$ cat config.mk
export PLATFORM = sky130hd
export DESIGN_NAME = rx_desc_ctrl
export DESIGN_NICKNAME = d
export VERILOG_FILES = /design/src/common/rxd_msg_pkg.sv /design/src/common/rxd_ring_pkg.sv /design/src/rtl/rx_desc_ctrl.sv /design/src/rtl/engine_dispatch.sv /design/src/dma_sequencer/dma_sequencer.sv /design/src/rtl/local_desc_queue.sv /design/src/rtl/ring_tracker.sv
export SDC_FILE = /design/constraint.sdc
export NUM_CORES = 1
export LEC_CHECK = 0
export BUFFER_PORTS_ARGS = -buffer_cell sky130_fd_sc_hd__buf_2
export CAP_MARGIN = 30
export CORE_AREA = 3 3 201 203
export DETAILED_ROUTE_END_ITERATION = 10
export DIE_AREA = 0 0 204 206
export GPL_TIMING_DRIVEN = 1
export HOLD_SLACK_MARGIN = 0.02
export PLACE_DENSITY = 0.76
export SLEW_MARGIN = 30
export SYNTH_ARGS = -nofsm -noshare
export SYNTH_HDL_FRONTEND = slang
export SYNTH_SLANG_ARGS = --single-unit
$ cat constraint.sdc
create_clock -name aclk -period 4.5 [get_ports aclk]
set_input_delay 0.9 -clock aclk [delete_from_list [all_inputs] [get_ports aclk]]
set_output_delay 0.9 -clock aclk [all_outputs]
set_load 0.1 [all_outputs]
$ cat src/common/rxd_msg_pkg.sv
package rxd_msg_pkg;

	////////////////////////////////////////
	// DMA command word 0 layout

	localparam int DMA_WORD_W    = 32;
	localparam int CMD_WRITE_BIT = 31;
	localparam int CMD_BYTES_LSB = 16;
	localparam int CMD_BYTES_W   = 12;

	// Local byte address in the low half of word 0
	localparam int CMD_ADDR_W = 16;

	// Write-back begins at the status dword of the first descriptor
	localparam logic [3:0] WB_STATUS_OFFSET = 4'hC;

	////////////////////////////////////////
	// Stream payloads

	// One beat of the three-word DMA command
	typedef struct packed {
		logic [DMA_WORD_W-1:0] data;
		logic                  last;
	} dma_cmd_t;

	// Receive engine command, single beat
	typedef struct packed {
		logic [CMD_ADDR_W-1:0] addr;
	} engine_cmd_t;

endpackage

$ cat src/common/rxd_ring_pkg.sv
package rxd_ring_pkg;

	////////////////////////////////////////
	// Host descriptor ring

	// One descriptor in host memory and in the local store
	localparam int DESC_BYTES = 16;
	localparam int DESC_PTR_W = 16;

	// Ring holds rdlen * 8 descriptors
	localparam int RDLEN_W = 13;

	////////////////////////////////////////
	// Local descriptor store

	localparam int LOCAL_DESC_NUM = 256;
	localparam int LOCAL_IDX_W    = 8;

	// Largest DMA burst, in descriptors
	localparam int MAX_BURST = 64;
	localparam int BURST_W   = $clog2(MAX_BURST) + 1;

	// Pointer recalculation latency
	localparam int SETTLE_CYCLES = 2;

	// Static host settings
	typedef struct packed {
		logic               enable;
		logic [63:0]        base;
		logic [RDLEN_W-1:0] rdlen;
		logic [5:0]         wthresh;
	} rxd_cfg_t;

endpackage
$ cat src/rtl/rx_desc_ctrl.sv
`timescale 1ns/10ps

module rx_desc_ctrl import rxd_ring_pkg::*, rxd_msg_pkg::*; (
	input  logic                  aclk,
	input  logic                  aresetn,

	// Host settings and ring pointers
	input  rxd_cfg_t              cfg,
	input  logic [DESC_PTR_W-1:0] rdt,
	input  logic                  rdt_set,
	output logic [DESC_PTR_W-1:0] rdh_fb,

	// DMA command and response
	output dma_cmd_t              idma_cmd,
	output logic                  idma_cmd_valid,
	input  logic                  idma_cmd_ready,
	input  logic                  idma_rsp_valid,
	input  logic                  idma_rsp_last,
	output logic                  idma_rsp_ready,

	// Receive engine command and response
	output engine_cmd_t           reng_cmd,
	output logic                  reng_cmd_valid,
	input  logic                  reng_cmd_ready,
	input  logic                  reng_rsp_valid,
	input  logic                  reng_rsp_last,
	output logic                  reng_rsp_ready
);

	logic [DESC_PTR_W-1:0]  host_head;
	logic [DESC_PTR_W-1:0]  host_curr;
	logic [DESC_PTR_W-1:0]  fresh_num;
	logic [DESC_PTR_W-1:0]  fetch_limit;
	logic [DESC_PTR_W-1:0]  wback_limit;
	logic                   ring_ready;
	logic [LOCAL_IDX_W-1:0] in_head;
	logic [LOCAL_IDX_W-1:0] in_tail;
	logic [LOCAL_IDX_W-1:0] out_head;
	logic [LOCAL_IDX_W:0]   in_num;
	logic [LOCAL_IDX_W:0]   out_num;
	logic [LOCAL_IDX_W:0]   local_free;
	logic                   fetch_done;
	logic [BURST_W-1:0]     fetch_num;
	logic                   wback_done;
	logic [BURST_W-1:0]     wback_num;
	logic                   engine_taken;
	logic                   engine_done;

	assign rdh_fb = host_head;

	////////////////////////////////////////
	// Host ring pointers
	ring_tracker ring_tracker_inst (
		.aclk        (aclk),
		.aresetn     (aresetn),
		.cfg         (cfg),
		.rdt         (rdt),
		.rdt_set     (rdt_set),
		.fetch_done  (fetch_done),
		.fetch_num   (fetch_num),
		.wback_done  (wback_done),
		.wback_num   (wback_num),
		.host_head   (host_head),
		.host_curr   (host_curr),
		.fresh_num   (fresh_num),
		.fetch_limit (fetch_limit),
		.wback_limit (wback_limit),
		.ring_ready  (ring_ready)
	);

	// Local store queues
	local_desc_queue local_desc_queue_inst (
		.aclk         (aclk),
		.aresetn      (aresetn),
		.fetch_done   (fetch_done),
		.fetch_num    (fetch_num),
		.wback_done   (wback_done),
		.wback_num    (wback_num),
		.engine_taken (engine_taken),
		.engine_done  (engine_done),
		.in_head      (in_head),
		.in_tail      (in_tail),
		.out_head     (out_head),
		.in_num       (in_num),
		.out_num      (out_num),
		.local_free   (local_free)
	);

	////////////////////////////////////////
	// Fetch and write-back commands
	dma_sequencer dma_sequencer_inst (
		.aclk           (aclk),
		.aresetn        (aresetn),
		.cfg            (cfg),
		.ring_ready     (ring_ready),
		.host_head      (host_head),
		.host_curr      (host_curr),
		.fresh_num      (fresh_num),
		.fetch_limit    (fetch_limit),
		.wback_limit    (wback_limit),
		.out_num        (out_num),
		.local_free     (local_free),
		.in_tail        (in_tail),
		.out_head       (out_head),
		.idma_cmd_ready (idma_cmd_ready),
		.idma_rsp_valid (idma_rsp_valid),
		.idma_rsp_last  (idma_rsp_last),
		.idma_cmd       (idma_cmd),
		.idma_cmd_valid (idma_cmd_valid),
		.idma_rsp_ready (idma_rsp_ready),
		.fetch_done     (fetch_done),
		.fetch_num      (fetch_num),
		.wback_done     (wback_done),
		.wback_num      (wback_num)
	);

	// Receive engine handoff
	engine_dispatch engine_dispatch_inst (
		.aclk           (aclk),
		.aresetn        (aresetn),
		.cfg            (cfg),
		.in_num         (in_num),
		.in_head        (in_head),
		.reng_cmd_ready (reng_cmd_ready),
		.reng_rsp_valid (reng_rsp_valid),
		.reng_rsp_last  (reng_rsp_last),
		.reng_cmd       (reng_cmd),
		.reng_cmd_valid (reng_cmd_valid),
		.reng_rsp_ready (reng_rsp_ready),
		.engine_taken   (engine_taken),
		.engine_done    (engine_done)
	);

endmodule

$ cat src/rtl/engine_dispatch.sv
`timescale 1ns/10ps

module engine_dispatch import rxd_ring_pkg::*, rxd_msg_pkg::*; (
	input  logic                   aclk,
	input  logic                   aresetn,
	input  rxd_cfg_t               cfg,
	input  logic [LOCAL_IDX_W:0]   in_num,
	input  logic [LOCAL_IDX_W-1:0] in_head,
	input  logic                   reng_cmd_ready,
	input  logic                   reng_rsp_valid,
	input  logic                   reng_rsp_last,
	output engine_cmd_t            reng_cmd,
	output logic                   reng_cmd_valid,
	output logic                   reng_rsp_ready,
	output logic                   engine_taken,
	output logic                   engine_done
);

	typedef enum logic [1:0] {ENG_IDLE, ENG_CMD, ENG_WAIT} eng_state_t;

	eng_state_t eng_state;
	logic       launch;

	assign launch = (eng_state == ENG_IDLE) && cfg.enable && (in_num != '0);

	// One descriptor in the engine at a time
	always_ff @(posedge aclk or negedge aresetn) begin
		if (!aresetn) begin
			eng_state      <= ENG_IDLE;
			reng_cmd_valid <= 1'b0;
			reng_rsp_ready <= 1'b0;
			engine_taken   <= 1'b0;
			engine_done    <= 1'b0;
		end else begin
			engine_taken <= 1'b0;
			engine_done  <= 1'b0;
			case (eng_state)
				ENG_IDLE: begin
					if (launch) begin
						reng_cmd_valid <= 1'b1;
						eng_state      <= ENG_CMD;
					end
				end
				ENG_CMD: begin
					if (reng_cmd_valid && reng_cmd_ready) begin
						reng_cmd_valid <= 1'b0;
						reng_rsp_ready <= 1'b1;
						engine_taken   <= 1'b1;
						eng_state      <= ENG_WAIT;
					end
				end
				ENG_WAIT: begin
					// Retire into the output queue
					if (reng_rsp_valid && reng_rsp_last) begin
						reng_rsp_ready <= 1'b0;
						engine_done    <= 1'b1;
						eng_state      <= ENG_IDLE;
					end
				end
				default: eng_state <= ENG_IDLE;
			endcase
		end
	end

	always_ff @(posedge aclk) begin
		if (launch)
			reng_cmd.addr <= CMD_ADDR_W'(in_head) * CMD_ADDR_W'(DESC_BYTES);
	end

endmodule

$ cat src/dma_sequencer/dma_sequencer.sv
`timescale 1ns/10ps

module dma_sequencer import rxd_ring_pkg::*, rxd_msg_pkg::*; (
	input  logic                   aclk,
	input  logic                   aresetn,
	input  rxd_cfg_t               cfg,
	input  logic                   ring_ready,
	input  logic [DESC_PTR_W-1:0]  host_head,
	input  logic [DESC_PTR_W-1:0]  host_curr,
	input  logic [DESC_PTR_W-1:0]  fresh_num,
	input  logic [DESC_PTR_W-1:0]  fetch_limit,
	input  logic [DESC_PTR_W-1:0]  wback_limit,
	input  logic [LOCAL_IDX_W:0]   out_num,
	input  logic [LOCAL_IDX_W:0]   local_free,
	input  logic [LOCAL_IDX_W-1:0] in_tail,
	input  logic [LOCAL_IDX_W-1:0] out_head,
	input  logic                   idma_cmd_ready,
	input  logic                   idma_rsp_valid,
	input  logic                   idma_rsp_last,
	output dma_cmd_t               idma_cmd,
	output logic                   idma_cmd_valid,
	output logic                   idma_rsp_ready,
	output logic                   fetch_done,
	output logic [BURST_W-1:0]     fetch_num,
	output logic                   wback_done,
	output logic [BURST_W-1:0]     wback_num
);

	typedef enum logic [2:0] {
		SEQ_IDLE, SEQ_WORD0, SEQ_WORD1, SEQ_WORD2, SEQ_RSP, SEQ_SETTLE
	} seq_state_t;

	seq_state_t            seq_state;
	logic                  cmd_fire;
	logic                  wb_go;
	logic                  fetch_go;
	logic                  is_write;
	logic [BURST_W-1:0]    burst_num;
	logic [63:0]           host_addr;
	logic [DESC_PTR_W-1:0] wb_span;
	logic [DESC_PTR_W-1:0] fetch_span;
	logic [DESC_PTR_W-1:0] fetch_room;
	logic [BURST_W-1:0]    wb_cnt;
	logic [BURST_W-1:0]    fetch_cnt;
	logic [BURST_W-1:0]    start_cnt;
	logic [DESC_PTR_W-1:0] start_idx;
	logic [DMA_WORD_W-1:0] word0;
	logic [DMA_WORD_W-1:0] word1;

	assign cmd_fire = idma_cmd_valid && idma_cmd_ready;

	////////////////////////////////////////
	// Burst sizing
	always_comb begin
		wb_span = (DESC_PTR_W'(out_num) < wback_limit) ? DESC_PTR_W'(out_num) : wback_limit;
		wb_cnt  = (wb_span > DESC_PTR_W'(MAX_BURST)) ? BURST_W'(MAX_BURST) : BURST_W'(wb_span);

		fetch_span = (fresh_num < fetch_limit) ? fresh_num : fetch_limit;
		fetch_room = (fetch_span < DESC_PTR_W'(local_free)) ? fetch_span
			: DESC_PTR_W'(local_free);
		fetch_cnt  = (fetch_room > DESC_PTR_W'(MAX_BURST)) ? BURST_W'(MAX_BURST)
			: BURST_W'(fetch_room);
	end

	// Write-back wins when both are possible
	assign wb_go = (seq_state == SEQ_IDLE) && ring_ready && cfg.enable &&
		(out_num != '0) && (out_num >= (LOCAL_IDX_W+1)'(cfg.wthresh));
	assign fetch_go = (seq_state == SEQ_IDLE) && ring_ready && cfg.enable && !wb_go &&
		(fresh_num != '0) && (local_free != '0);

	assign start_cnt = wb_go ? wb_cnt : fetch_cnt;
	assign start_idx = wb_go ? host_head : host_curr;

	// Direction, byte count and local address
	always_comb begin
		word0 = '0;
		word0[CMD_WRITE_BIT] = wb_go;
		word0[CMD_BYTES_LSB +: CMD_BYTES_W] = CMD_BYTES_W'(start_cnt) * CMD_BYTES_W'(DESC_BYTES);
		word0[CMD_ADDR_W-1:0] = wb_go ? CMD_ADDR_W'(out_head) * CMD_ADDR_W'(DESC_BYTES)
			: CMD_ADDR_W'(in_tail) * CMD_ADDR_W'(DESC_BYTES);
	end

	assign word1 = is_write ? {host_addr[31:4], WB_STATUS_OFFSET} : host_addr[31:0];

	////////////////////////////////////////
	// Command FSM
	always_ff @(posedge aclk or negedge aresetn) begin
		if (!aresetn) begin
			seq_state      <= SEQ_IDLE;
			idma_cmd_valid <= 1'b0;
			idma_rsp_ready <= 1'b0;
			fetch_done     <= 1'b0;
			wback_done     <= 1'b0;
		end else begin
			fetch_done <= 1'b0;
			wback_done <= 1'b0;
			case (seq_state)
				SEQ_IDLE: begin
					if (wb_go || fetch_go) begin
						idma_cmd_valid <= 1'b1;
						seq_state      <= SEQ_WORD0;
					end
				end
				SEQ_WORD0: begin
					if (cmd_fire)
						seq_state <= SEQ_WORD1;
				end
				SEQ_WORD1: begin
					if (cmd_fire)
						seq_state <= SEQ_WORD2;
				end
				SEQ_WORD2: begin
					if (cmd_fire) begin
						idma_cmd_valid <= 1'b0;
						idma_rsp_ready <= 1'b1;
						seq_state      <= SEQ_RSP;
					end
				end
				SEQ_RSP: begin
					if (idma_rsp_valid && idma_rsp_last) begin
						idma_rsp_ready <= 1'b0;
						fetch_done     <= !is_write;
						wback_done     <= is_write;
						seq_state      <= SEQ_SETTLE;
					end
				end
				// Let ring_ready drop before the next decision
				SEQ_SETTLE: seq_state <= SEQ_IDLE;
				default:    seq_state <= SEQ_IDLE;
			endcase
		end
	end

	// Command words and burst bookkeeping
	always_ff @(posedge aclk) begin
		if (wb_go || fetch_go) begin
			is_write      <= wb_go;
			burst_num     <= start_cnt;
			host_addr     <= cfg.base + 64'(start_idx) * 64'(DESC_BYTES);
			idma_cmd.data <= word0;
			idma_cmd.last <= 1'b0;
		end else if (cmd_fire && seq_state == SEQ_WORD0) begin
			idma_cmd.data <= word1;
		end else if (cmd_fire && seq_state == SEQ_WORD1) begin
			idma_cmd.data <= host_addr[63:32];
			idma_cmd.last <= 1'b1;
		end
	end

	// Count qualified by the matching done pulse
	assign fetch_num = burst_num;
	assign wback_num = burst_num;

endmodule

$ cat src/rtl/local_desc_queue.sv
`timescale 1ns/10ps

module local_desc_queue import rxd_ring_pkg::*; (
	input  logic                   aclk,
	input  logic                   aresetn,
	input  logic                   fetch_done,
	input  logic [BURST_W-1:0]     fetch_num,
	input  logic                   wback_done,
	input  logic [BURST_W-1:0]     wback_num,
	input  logic                   engine_taken,
	input  logic                   engine_done,
	output logic [LOCAL_IDX_W-1:0] in_head,
	output logic [LOCAL_IDX_W-1:0] in_tail,
	output logic [LOCAL_IDX_W-1:0] out_head,
	output logic [LOCAL_IDX_W:0]   in_num,
	output logic [LOCAL_IDX_W:0]   out_num,
	output logic [LOCAL_IDX_W:0]   local_free
);

	logic [LOCAL_IDX_W:0] fetch_cnt;
	logic [LOCAL_IDX_W:0] wback_cnt;

	// Zero when the matching pulse is absent
	assign fetch_cnt = fetch_done ? (LOCAL_IDX_W+1)'(fetch_num) : '0;
	assign wback_cnt = wback_done ? (LOCAL_IDX_W+1)'(wback_num) : '0;

	////////////////////////////////////////
	// Circular pointers into the store
	always_ff @(posedge aclk or negedge aresetn) begin
		if (!aresetn) begin
			in_head  <= '0;
			in_tail  <= '0;
			out_head <= '0;
		end else begin
			in_tail  <= in_tail + LOCAL_IDX_W'(fetch_cnt);
			in_head  <= in_head + LOCAL_IDX_W'(engine_taken);
			out_head <= out_head + LOCAL_IDX_W'(wback_cnt);
		end
	end

	// Counts, all events of one cycle applied together
	always_ff @(posedge aclk or negedge aresetn) begin
		if (!aresetn) begin
			in_num     <= '0;
			out_num    <= '0;
			local_free <= (LOCAL_IDX_W+1)'(LOCAL_DESC_NUM);
		end else begin
			in_num     <= in_num + fetch_cnt - (LOCAL_IDX_W+1)'(engine_taken);
			out_num    <= out_num + (LOCAL_IDX_W+1)'(engine_done) - wback_cnt;
			local_free <= local_free - fetch_cnt + wback_cnt;
		end
	end

endmodule

$ cat src/rtl/ring_tracker.sv
`timescale 1ns/10ps

module ring_tracker import rxd_ring_pkg::*; (
	input  logic                  aclk,
	input  logic                  aresetn,
	input  rxd_cfg_t              cfg,
	input  logic [DESC_PTR_W-1:0] rdt,
	input  logic                  rdt_set,
	input  logic                  fetch_done,
	input  logic [BURST_W-1:0]    fetch_num,
	input  logic                  wback_done,
	input  logic [BURST_W-1:0]    wback_num,
	output logic [DESC_PTR_W-1:0] host_head,
	output logic [DESC_PTR_W-1:0] host_curr,
	output logic [DESC_PTR_W-1:0] fresh_num,
	output logic [DESC_PTR_W-1:0] fetch_limit,
	output logic [DESC_PTR_W-1:0] wback_limit,
	output logic                  ring_ready
);

	logic [DESC_PTR_W-1:0]    ring_len;
	logic [DESC_PTR_W-1:0]    host_tail;
	logic [DESC_PTR_W:0]      curr_sum;
	logic [DESC_PTR_W:0]      head_sum;
	logic [DESC_PTR_W:0]      fresh_sum;
	logic [SETTLE_CYCLES-1:0] calc_stage;

	// Single subtraction is enough, sums never exceed twice the length
	function automatic logic [DESC_PTR_W-1:0] ring_wrap(
		input logic [DESC_PTR_W:0]   value,
		input logic [DESC_PTR_W-1:0] len
	);
		if (value >= {1'b0, len})
			return DESC_PTR_W'(value - {1'b0, len});
		else
			return DESC_PTR_W'(value);
	endfunction

	assign ring_len  = DESC_PTR_W'({cfg.rdlen, 3'b000});
	assign fresh_sum = {1'b0, host_tail} + {1'b0, ring_len} - {1'b0, host_curr};

	// Update events walk through the recalculation stages
	always_ff @(posedge aclk or negedge aresetn) begin
		if (!aresetn)
			calc_stage <= '0;
		else
			calc_stage <= {calc_stage[SETTLE_CYCLES-2:0], rdt_set | fetch_done | wback_done};
	end

	assign ring_ready = ~|calc_stage;

	always_ff @(posedge aclk or negedge aresetn) begin
		if (!aresetn)
			host_tail <= '0;
		else if (rdt_set)
			host_tail <= rdt;
	end

	////////////////////////////////////////
	// Stage 1: advance and wrap pointers
	always_ff @(posedge aclk or negedge aresetn) begin
		if (!aresetn) begin
			curr_sum  <= '0;
			head_sum  <= '0;
			host_curr <= '0;
			host_head <= '0;
		end else begin
			if (fetch_done)
				curr_sum <= {1'b0, host_curr} + (DESC_PTR_W+1)'(fetch_num);
			if (wback_done)
				head_sum <= {1'b0, host_head} + (DESC_PTR_W+1)'(wback_num);
			if (calc_stage[0]) begin
				host_curr <= ring_wrap(curr_sum, ring_len);
				host_head <= ring_wrap(head_sum, ring_len);
			end
		end
	end

	////////////////////////////////////////
	// Stage 2: fresh count and room to the wrap
	always_ff @(posedge aclk or negedge aresetn) begin
		if (!aresetn) begin
			fresh_num   <= '0;
			fetch_limit <= '0;
			wback_limit <= '0;
		end else if (calc_stage[SETTLE_CYCLES-1]) begin
			fresh_num   <= ring_wrap(fresh_sum, ring_len);
			fetch_limit <= ring_len - host_curr;
			wback_limit <= ring_len - host_head;
		end
	end

endmodule

==> results of run 1 <==
[how the worst min path moves through the flow]
stage	startpoint	to
after floorplan	ring_tracker_inst.calc_stage[0]$_DFF_PN0_	ring_tracker_inst.calc_stage[1]$_DFF_PN0_
after global placement	dma_sequencer_inst.host_addr[30]$_DFFE_PP_	dma_sequencer_inst.idma_cmd[31]$_SDFFE_PP0P_
after detailed placement	dma_sequencer_inst.idma_cmd[20]$_SDFFE_PP0P_	dma_sequencer_inst.idma_cmd[20]$_SDFFE_PP0P_
after CTS	dma_sequencer_inst.host_addr[30]$_DFFE_PP_	dma_sequencer_inst.idma_cmd[31]$_SDFFE_PP0P_
after global routing	aresetn	dma_sequencer_inst.seq_state[0]$_DFFE_PN0P_
final	aresetn	dma_sequencer_inst.seq_state[2]$_DFFE_PN0P_
[synth_stat cells, drive strengths merged, types with 35 or more instances]
library cell	instances
a21o	42
inv	251
ha	208
xnor2	128
o21ai	135
nand2	175
a21oi	133
nand3	60
edfxtp	104
nor3	47
mux2i	44
nand4	35
nor2	148
dfrtp	195
xor2	51
clkbuf	35
[worst max-delay path: stages (launching register included)]
cell and delay, ps:
dfrtp_1 360, inv_1 130, ha_1 160, inv_1 60, ha_4 170, fa_2 380, a211o_1 320, a2111oi_4 410
or4_4 210, nand3b_1 100, a211oi_2 290, nor2_2 100, ha_4 290, and3_4 170, nand4_1 90, nor4_2 300
nor2_2 100, nand3_4 170, buf_6 150, mux2i_1 200, a21oi_1 90
[registers in the layout, indices dropped and copies added, names as in the netlist, 2 cells and up]
signal,cells
local_desc_queue_inst.in_tail,8
ring_tracker_inst.fetch_limit,16
ring_tracker_inst.fresh_num,16
local_desc_queue_inst.in_num,9
local_desc_queue_inst.local_free,9
engine_dispatch_inst.reng_cmd,8
ring_tracker_inst.wback_limit,16
ring_tracker_inst.curr_sum,17
local_desc_queue_inst.in_head,8
dma_sequencer_inst.host_addr,64
engine_dispatch_inst.eng_state,2
dma_sequencer_inst.fetch_num,7
ring_tracker_inst.head_sum,17
local_desc_queue_inst.out_head,8
ring_tracker_inst.host_head,16
local_desc_queue_inst.out_num,9
ring_tracker_inst.calc_stage,2
ring_tracker_inst.host_tail,16
dma_sequencer_inst.seq_state,3
dma_sequencer_inst.idma_cmd,33
ring_tracker_inst.host_curr,16
[per-stage QoR]
stage / setup WS [ps] / instance area [sq um] / TNS (ps) / util / std cells
after floorplan: -198 / 21500 / -1320 / - / 2237
after global placement: -556 / 24000 / -21940 / 0.620 / 3021
after detailed placement: -685 / 24000 / -26710 / 0.620 / 3021
after CTS: -109 / 25200 / -575 / 0.651 / 3088
after global routing: -109 / 25500 / -849 / 0.660 / 3101
final: 81.0 / 25500 / 0 / 0.660 / 3101
[layout make-up]
type | count | share of cell area
antenna | 1 | 0.0000981
clock buffer | 42 | 0.0362
clock inverter | 24 | 0.0102
inverter | 251 | 0.0374
multi-input combinational | 1613 | 0.479
sequential | 309 | 0.322
tap | 518 | 0.0254
timing repair buffer | 343 | 0.0894
[per-layer routing]
layer  GRT usage  routed length [um]  vias up
li1            -                   -     8515
met1       0.368               25000     8608
met2       0.504               29600      653
met3      0.0394                3900      156
met4       0.137                3010        0
met5           0                   0        -
[what timing repair did]
action / CTS / global route
gates cloned: 0 / 1
pin swaps: 2 / 25
endpoints found under the setup margin: 20 / 54
gates resized for setup: 2 / 45
setup buffers: 1 / 9
[cells in the final DEF (no fill, tap or decap), types with 9 or more instances in the layout]
cell         n
xnor2_1    128
nand3_1     59
a22oi_1     10
edfxtp_1   104
a21o_1      42
and2_1      12
ha_1       199
dfrtp_1    192
nor2b_1     17
a221o_1      9
dfxtp_1      9
o21ai_0    122
mux2i_1     43
a22o_1      11
inv_1      242
mux2_2      27
buf_2      167
clkbuf_16   36
buf_4      164
nor3_1      41
o21bai_1    17
xor2_1      51
o21a_1      24
or2_2       11
nor4_1      14
o21ai_1      9
o211ai_1    17
clkinv_2    11
a21oi_1    130
fa_1        29
nand3b_1     9
and3_1      11
nand2_1    174
nand2b_1    16
nor2_1     138
a31oi_1     18
and4_1       9
or3_1       20
nand4_1     35
[power by group]
group / switching, W / internal (W) / total, W
clock: 0.00124 / 0.00172 / 0.00297
combinational: 0.00682 / 0.00491 / 0.0117
sequential: 0.000704 / 0.00392 / 0.00463
total: 0.00877 / 0.0106 / 0.0193
[cell families (layout without fill, tap and decap cells)]
group                    after synthesis  after routing  synth area share
XOR/XNOR                             179            179            0.0737
flip-flops                           309            309             0.386
buffers and inverters                315            660            0.0585
other                                  1              9          0.000176
multiplexers                          71             71            0.0350
AO/OA/AOI/OAI                        503            503             0.153
adder cells (fa/ha/maj)              239            239             0.151
AND/OR/NAND/NOR                      613            613             0.142
==> impl_results.md, run 1 <==
- Core area: 38,600 sq um
- Num CTS Buffers: 36
- Leakage dissipation: around 12 nW
- Sequential fraction of the synthesis area: 0.386
- Number of buffers on the longest clock path: 3
- Unrepaired setup endpoints after global routing: true
- Syn Std Cell Area: 21,300 sq um
- Storage cell area: 8210 sq um
- Count of antenna-violating nets left after detailed routing: 0
- Final weighted congestion in routability-driven placement: about 0.97
- Kind of end point of the critical path: flop
- Worst Setup Path Type: reg2reg
- Maximum VDD drop: 0.482 mV
- Worst-Skew Late Latency: around 560 ps
- FF-to-FF End: ring_tracker_inst.fresh_num[13]$_DFFE_PN0P_
- Fraction of layout instances using a drive strength above 1: 0.201
- Clock tree sinks: 309
- Type of origin of the critical path: flop
- Initial detailed-routing violation count: 1,241
- Instance count of the mapped netlist: approximately 2,200
- Library cell occupying the most area in the post-synthesis netlist: dfrtp_1
- Yosys warning total: 0
- Critical Path Source: ring_tracker_inst.host_tail[0]$_DFFE_PN0P_
- Area share of the largest cell type after synthesis: 0.229
- Hold_buf cts: 0
- Post-DR vias/cell: 5.78
- Worst setup endpoint: ring_tracker_inst.fresh_num[13]$_DFFE_PN0P_
- EDFF count, synth: about 100
- Multi-input gate area: 12,200 sq um
- Internal reg-to-reg setup slack: 80 ps
- Vias: 17,900
- Total global routing overflow: 0
- Reg2Reg Depth: 20
- Max_cap viols: 0
- Cell Rows: 72
- Worst hold slack after final layout: 264 ps
- Die W: just over 200 um
- Pwr per Cell Area: 758 nW/um^2
- Worst-path fanout max: 7
- Critical Path AT: 4820 ps
- Pin count of the biggest net entering global routing: 116
- P&R area growth vs syn: 19.8%
- DR DRC count: 0
- Post-synthesis cell type count: 90
- Number of buffers inserted by port buffering: between 150 and 200
- Critical path data required time: 4900 ps
- Final total power: 0.0193 W
- Fill cell total of the finished layout: a little over 3,000
- Total number of nets in the final design: 2,902
- Die area: about 42,000 sq um
- Top FF cell, synth: dfrtp_1
- Maximum clock frequency: 0.226 GHz
- Number of antenna violations at the first check in global routing: 1
- Flip-flop and latch count after synthesis: 309
- Y dimension of the die: just over 200 um
- DR WL/cell: 19.8 um
- Depth of the CTS H-tree: 2
- Global-route wire length before repair: 96,300 um
- Drt total wl: a little over 60,000 um
- Status: finished, final reports clean
- TritonCTS clock tree: done
- Startpoint of the lowest-slack register-to-register path: ring_tracker_inst.host_tail[0]$_DFFE_PN0P_
- Worst-margin pin slew: between 1000 and 1500 ps
- GRT Util Overall: 0.293
- CTS clk-pin slew, worst paths: 60 ps
- Number of hold violations in the final report: 0
- Fraction of the cycle the final worst path needs: 0.982
- Via count of the first global-routing pass: 18,100
- Starting Density: 0.551
- Final slew viol count: 0
- HP Class: in2async
- Cell at the root of the clock tree: clkbuf_16
- HPWL reported at the end of detailed placement: 47,400 um
- Slew HR: 0.324
- Final setup violation count: 0
- Syn_area_per_cell: 9.54 sq um
- Number of top-level pins: ~180
- Clk_skew: approximately 20 ps
- Min Clock Period, post-route: 4420 ps
- Fraction of registers with async set or reset after synthesis: 0.634
- Top cells by area in the synthesized netlist: dfrtp_1, edfxtp_1, ha_1
- Pre-Repair DR Iteration Count: 5
No activity file was read; power rests on OpenSTA's default activity.
==> run 2: changes to the inputs <==
Settings changed: BUFFER_PORTS_ARGS -buffer_cell sky130_fd_sc_hd__buf_2 to unset, CORE_AREA 3 3 201 203 to 3 3 185 187, DIE_AREA 0 0 204 206 to 0 0 188 190, DONT_BUFFER_PORTS set to 1, HOLD_SLACK_MARGIN 0.02 to 0.15, PLACE_DENSITY 0.76 to 0.8.
Clock period 4.5 ns to 5.14 ns, I/O delays scaled along.
==> run 2 against run 1 <==
Cell area decreased by 8.6%. Global-route usage grew 3.3 points. Final cell count shrank 12%. Clock skew grew 6.0 ps. Register-to-register slack improved by 230 ps. Flip-flop and latch count is the same. Clock power down 9.8%. Count of clock-buffer cells in the layout unchanged. First-iteration DRC count up 21%. Routed wire length shrank 5.2%. Critical path depth shrank 5. Maximum frequency shrank 8.5%. Critical path type unchanged. Largest power group unchanged.
==> impl_results.md, run 2 (synthesis gave the netlist of run 1 again) <==
- Maximum VDD drop: ~0.42 mV
- Worst-margin pin slew: 1030 ps
- Cell Rows: between 60 and 70
- Count of antenna-violating nets left after detailed routing: 0
- CTS-repair resized insts: 0
- Sequence of cells on the critical path: ha_1, a21oi_1, o21ai_0, a41oi_1, a21oi_2, o21ai_0, ha_1, a21o_1, a21oi_1, o21ai_0, nor4_1, mux2_2, o21ai_2, buf_4, o311ai_0
- Worst-path fanout max: 24
- Placed inst area: 22,100 sq um
- TritonCTS clock tree: done
- Number of stages on the worst setup path: 15
- Final worst setup slack: roughly 310 ps
- Pwr per Cell Area: roughly 670 nW/um^2
- Pin count of the biggest net entering global routing: slightly below 200
- Post-place setup slack: -43.6 ps
- FF-to-FF End: dma_sequencer_inst.idma_cmd[21]$_DFFE_PP_
- Hold_buf cts: 0
- Post-CTS setup repair buffer count: 0
- Depth of the CTS H-tree: 2
- Fraction of the cycle the final worst path needs: 0.939
- Worst path slowest cell: o311ai_0
- Min Clock Period, post-route: around 4800 ps
- Count of buffer and inverter cells on the critical path: 1
- Die W: 188 um
- Die area: between 30,000 and 40,000 sq um
- HP Class: in2async
- Register with the highest flop count: dma_sequencer_inst.host_addr
- Y dimension of the die: between 150 and 200 um
- Post-DR vias/cell: just over 6
- Initial detailed-routing violation count: 1,507
- Num CTS Buffers: 35
- Number of buffers inserted by port buffering: 0
- GRT Util Overall: 0.326
- Starting Density: 0.652
- Slew HR: 0.314
- Total global routing overflow: 0
- Internal reg-to-reg setup slack: between 300 and 400 ps
- Total number of nets in the final design: 2,619
- Vias: 17,000
- Number of antenna violations at the first check in global routing: 2
- Worst Setup Path Type: reg2reg
- Kind of end point of the critical path: flop
- Worst-Skew Late Latency: between 500 and 600 ps
- Largest incremental delay on the critical path: 680 ps
- Reg2Reg Depth: 15
- Final TNS setup: 0 ps
- Post-route standard cell area excluding fillers: 23,300 sq um
- DR WL/cell: roughly 21 um
- Critical Path Source: ring_tracker_inst.fresh_num[13]$_DFFE_PN0P_
- Fraction of layout instances using a drive strength above 1: 0.0797
- Unrepaired setup endpoints after global routing: false
- Clock tree sinks: ~310
- Worst setup endpoint: dma_sequencer_inst.idma_cmd[21]$_DFFE_PP_
- HPWL reported at the end of detailed placement: around 44,000 um
- Cell at the root of the clock tree: clkbuf_16
- Startpoint of the lowest-slack register-to-register path: ring_tracker_inst.fresh_num[13]$_DFFE_PN0P_
- Most common cell after layout, fill and taps aside: inv_1
- Number of hold violations in the final report: 0
- Critical Path AT: 5070 ps
- Number of buffers on the longest clock path: 3
- Top library cells by usage in the layout, fill and taps aside: inv_1, ha_1, dfrtp_1
- Critical path data required time: 5390 ps
- Core area: 32,600 sq um
- Drt total wl: between 50,000 and 60,000 um
- Global-route wire length before repair: 92,500 um
- Pre-Repair DR Iteration Count: 5
- P&R area growth vs syn: 9.50%
- Leakage dissipation: 10.7 nW
- Number of flip-flops under the largest register name: 64
- CP top delay family: compound AO/OA/AOI/OAI gates
- Final setup violation count: 0
- Status: finished, final reports clean
- Final slew viol count: 0
- Type of origin of the critical path: flop
- Maximum clock frequency: between 0.2 and 0.25 GHz
- Max_cap viols: 0
- Number of top-level pins: 178
- Fill cell total of the finished layout: ~2,400
- DR DRC count: 0
- CTS clk-pin slew, worst paths: about 60 ps
- Top Registers: dma_sequencer_inst.host_addr (64), dma_sequencer_inst.idma_cmd (33)
- Final weighted congestion in routability-driven placement: 0.961
- Clk_skew: ~26 ps
- Most prevalent standard cell on the critical path: o21ai_0
- Via count of the first global-routing pass: 17,300
-- run 2: changes by cell type in the layout (fill, tap and decap cells not counted), moves of 5 or more --
cell      before  now
buf_2        167    0
buf_4        164   58
ha_1         199  208
inv_1        242  251
nor2_1       138  147
ha_4           8    0
inv_2          7    0
nor2_4         7    0
o21ai_0      122  129
clkinv_2      11    5
buf_12         6    1
-- run 2: report_power, final --
part,switching (W),internal [W],total [W]
sequential,0.00158,0.00344,0.00502
clock,0.00109,0.00160,0.00268
combinational,0.00456,0.00338,0.00795
total,0.00723,0.00842,0.0157
-- run 2: worst min-delay path by stage --
stage,end,cells past startpoint,from,slack (ps)
3_3_place_gp,engine_dispatch_inst.reng_cmd[4]$_DFFE_PP_,0,local_desc_queue_inst.in_head[0]$_DFF_PN0_,440
5_1_grt,dma_sequencer_inst.idma_cmd_valid$_DFFE_PN0P_,0,aresetn,170
6_report,dma_sequencer_inst.idma_cmd_valid$_DFFE_PN0P_,0,aresetn,180
2_1_floorplan,ring_tracker_inst.calc_stage[1]$_DFF_PN0_,0,ring_tracker_inst.calc_stage[0]$_DFF_PN0_,380
3_5_place_dp,engine_dispatch_inst.reng_cmd[4]$_DFFE_PP_,0,local_desc_queue_inst.in_head[0]$_DFF_PN0_,450
4_1_cts,local_desc_queue_inst.out_head[4]$_DFF_PN0_,0,aresetn,160
-- run 2: worst reg2reg max path: stages (launching register included) --
cell      delay, ps
dfrtp_1         430
ha_1            320
a21oi_1          60
o21ai_0         290
a41oi_1         150
a21oi_2         580
o21ai_0         330
ha_1            370
a21o_1          160
a21oi_1         120
o21ai_0         140
nor4_1          370
mux2_2          250
o21ai_2          70
buf_4           210
o311ai_0        690
-- run 2: per-stage QoR --
step / power [W] / util / instances / hold WS (ps)
after floorplan: 0.0108 / - / 2237 / 379
after global placement: 0.0125 / 0.676 / 2675 / 443
after detailed placement: 0.0128 / 0.676 / 2676 / 451
after CTS: 0.0156 / 0.714 / 2739 / 165
after global routing: 0.0167 / 0.714 / 2740 / 165
final: 0.0157 / 0.714 / 2740 / 183
-- run 2: cell type report --
type                    count  area [sq um]  share of cell area
repair buffers             61           482              0.0207
multi-input cells        1613         11900               0.510
diodes                      1          2.50            0.000107
inverters                 251           942              0.0404
clock buffers              42           922              0.0396
flip-flops and latches    309          8210               0.353
well taps                 442           553              0.0237
clock inverters            21           292              0.0125
-- run 2: layer usage --
metal | up-vias | track usage | wire length [um]
met4 | 0 | 0.163 | 3240
met3 | 168 | 0.0542 | 3780
met5 | - | 0 | 0
met1 | 8197 | 0.402 | 23200
met2 | 671 | 0.559 | 28200
li1 | 7932 | - | -
==> run 3: changes to the inputs <==
Settings changed: MAX_ROUTING_LAYER set to met4.
==> run 3 against run 2 <==
Final cell count is 0.29% higher. Non-clock buffer count is 6 higher. Routed wire length is 1.1% higher. Clock skew is 4.2 ps lower. Worst setup slack better by 93 ps. Critical path type unchanged. Largest cell class unchanged. Largest power group unchanged. Highest routed layer unchanged.
==> impl_results.md, run 3 (synthesis gave the netlist of run 1 again) <==
- Drt total wl: 59,000 um
- Fill cell total of the finished layout: 2,329
- Core Util, Final: 0.718
- Number of buffers on the longest clock path: 3
- Die W: 188 um
- Sequence of cells on the critical path: inv_1, ha_1, fa_1, a211o_1, a2111oi_2, or4_1, nand3b_1, a211oi_1, nor2_1, ha_1, and3_1, o211ai_1, a21boi_0, o21ai_0, nand3_2, buf_4, mux2i_1, mux2_2
- Final setup violation count: 0
- CTS-repair resized insts: 0
- Worst-Skew Late Latency: approximately 550 ps
- Count of buffer and inverter cells on the critical path: 2
- DR DRC count: 0
- P&R area growth vs syn: 10.2%
- Final slew viol count: 0
- Top Registers: dma_sequencer_inst.host_addr (64), dma_sequencer_inst.idma_cmd (33)
- Pre-Repair DR Iteration Count: 6
- Cell Rows: 66
- Global-route wire length before repair: 92,500 um
- Worst-path fanout max: 9
- Comb power frac: 0.507
- Clock tree sinks: 309
- Pwr per Cell Area: 678 nW/um^2
- Number of hold violations in the final report: 0
- Number of buffers inserted by port buffering: 0
- Cell at the root of the clock tree: clkbuf_16
- Top library cells by usage in the layout, fill and taps aside: inv_1, ha_1, dfrtp_1
- CTS clk-pin slew, worst paths: 60 ps
- Count of antenna-violating nets left after detailed routing: 0
- Hold_buf cts: 0
- Leakage dissipation: 10.8 nW
- Fraction of layout instances using a drive strength above 1: 0.0850
- Final worst setup slack: 405 ps
- Worst-margin pin slew: between 1000 and 1500 ps
- Vias: 17,100
- Fraction of the cycle the final worst path needs: 0.921
- Clk_skew: 21.9 ps
- Kind of end point of the critical path: flop
- Slew HR: 0.323
- Maximum VDD drop: 0.350 mV
- TritonCTS clock tree: done
- Multi-input gate area: about 12,000 sq um
- Number of flip-flops under the largest register name: 64
- Number of diodes added for antenna fixing: 0
- Most prevalent standard cell on the critical path: ha_1
- Core area: 32,600 sq um
- Final weighted congestion in routability-driven placement: 0.994
- Storage cell area: 8210 sq um
- Num CTS Buffers: 36
- Total global routing overflow: 0
- Number of antenna violations at the first check in global routing: 1
- Switching power total: ~0.0073 W
- Post-CTS setup repair buffer count: 0
- Number of top-level pins: 178
- Sequential cell fraction of total power: 0.315
- Max_cap viols: 0
- Critical Path AT: roughly 5200 ps
- GRT Util Overall: 0.337
- HP Class: in2async
- Pin count of the biggest net entering global routing: 197
- Maximum clock frequency: roughly 0.21 GHz
- Most common cell after layout, fill and taps aside: inv_1
- Worst Setup Path Type: reg2reg
- Type of origin of the critical path: flop
- Cell-internal power: 0.00856 W
- Post-DR vias/cell: approximately 6.2
- Starting Density: 0.652
- Y dimension of the die: 190 um
- Critical path data required time: 5580 ps
- DR WL/cell: 21.5 um
- Depth of the CTS H-tree: 2
- Min Clock Period, post-route: about 4700 ps
- Switching portion of total power: 0.461
- HPWL reported at the end of detailed placement: 44,600 um
- Portion of total power attributed to the clock network: 0.178
- Worst path slowest cell: dfrtp_1
- Die area: approximately 36,000 sq um
- Total number of nets in the final design: approximately 2,600
- Largest incremental delay on the critical path: ~480 ps
- Post-place setup slack: -16.1 ps
- Via count of the first global-routing pass: between 15,000 and 20,000
- Initial detailed-routing violation count: about 1,400
- Unrepaired setup endpoints after global routing: false
- CP top delay family: compound AO/OA/AOI/OAI gates
- Register with the highest flop count: dma_sequencer_inst.host_addr
- Status: finished, final reports clean
run 3: path summary, 6_finish.rpt:
| path | start | cells after the start | endpoint | slack, ps |
|---|---|---|---|---|
| min reg2reg | local_desc_queue_inst.in_head[0]$_DFF_PN0_ | 0 | engine_dispatch_inst.reng_cmd[4]$_DFFE_PP_ | 450 |
| max in group asynchronous | aresetn | 0 | ring_tracker_inst.host_head[10]$_DFFE_PN0P_ | 4460 |
| min in group aclk | local_desc_queue_inst.in_head[0]$_DFF_PN0_ | 0 | engine_dispatch_inst.reng_cmd[4]$_DFFE_PP_ | 450 |
| max | ring_tracker_inst.host_curr[2]$_DFFE_PN0P_ | 18 | ring_tracker_inst.fresh_num[3]$_DFFE_PN0P_ | 410 |
| max reg2reg | ring_tracker_inst.host_curr[2]$_DFFE_PN0P_ | 18 | ring_tracker_inst.fresh_num[3]$_DFFE_PN0P_ | 410 |
| min | aresetn | 0 | dma_sequencer_inst.wback_done$_DFF_PN0_ | 170 |
run 3: area by class of cell:
| type | instances | share of cell area |
|---|---|---|
| clock buffer | 47 | 0.0423 |
| clock inverter | 19 | 0.0133 |
| inverter | 251 | 0.0402 |
| multi-input combinational | 1613 | 0.507 |
| sequential | 309 | 0.351 |
| tap | 442 | 0.0236 |
| timing repair buffer | 67 | 0.0232 |
run 3: through the flow:
stage / hold slack, ps / total power [W] / setup TNS, ps / area (sq um) / cells
global route: 153 / 0.0169 / 0 / 23400 / 2748
finish: 174 / 0.0159 / 0 / 23400 / 2748
CTS: 157 / 0.0158 / 0 / 23400 / 2746
detailed placement: 444 / 0.0129 / -17.3 / 22100 / 2680
floorplan: 379 / 0.0108 / 0 / 21300 / 2237
global placement: 445 / 0.0125 / 0 / 22100 / 2679
run 3: routing by layer:
metal | part of all wire | up-vias | track usage
met2 | 0.49 | 709 | 0.575
met1 | 0.40 | 8261 | 0.404
met5 | 0 | - | -
li1 | - | 7943 | -
met4 | 0.052 | 0 | 0.145
met3 | 0.065 | 155 | 0.0455
run 3: power groups by stage:
stage | Combinational [W] | Clock [W] | Sequential, W
after floorplan | 0.00573 | 0 | 0.00503
after global placement | 0.00750 | 0 | 0.00501
after detailed placement | 0.00782 | 0 | 0.00504
after CTS | 0.00793 | 0.00284 | 0.00501
after global routing | 0.00890 | 0.00294 | 0.00508
final | 0.00805 | 0.00282 | 0.00501
run 3: worst reg2reg max path, stage by stage, from the launching register on:
cell	delay, ps
dfrtp_1	480
inv_1	190
ha_1	350
fa_1	480
a211o_1	310
a2111oi_2	460
or4_1	210
nand3b_1	80
a211oi_1	240
nor2_1	90
ha_1	290
and3_1	220
o211ai_1	80
a21boi_0	110
o21ai_0	280
nand3_2	120
buf_4	210
mux2i_1	140
mux2_2	270
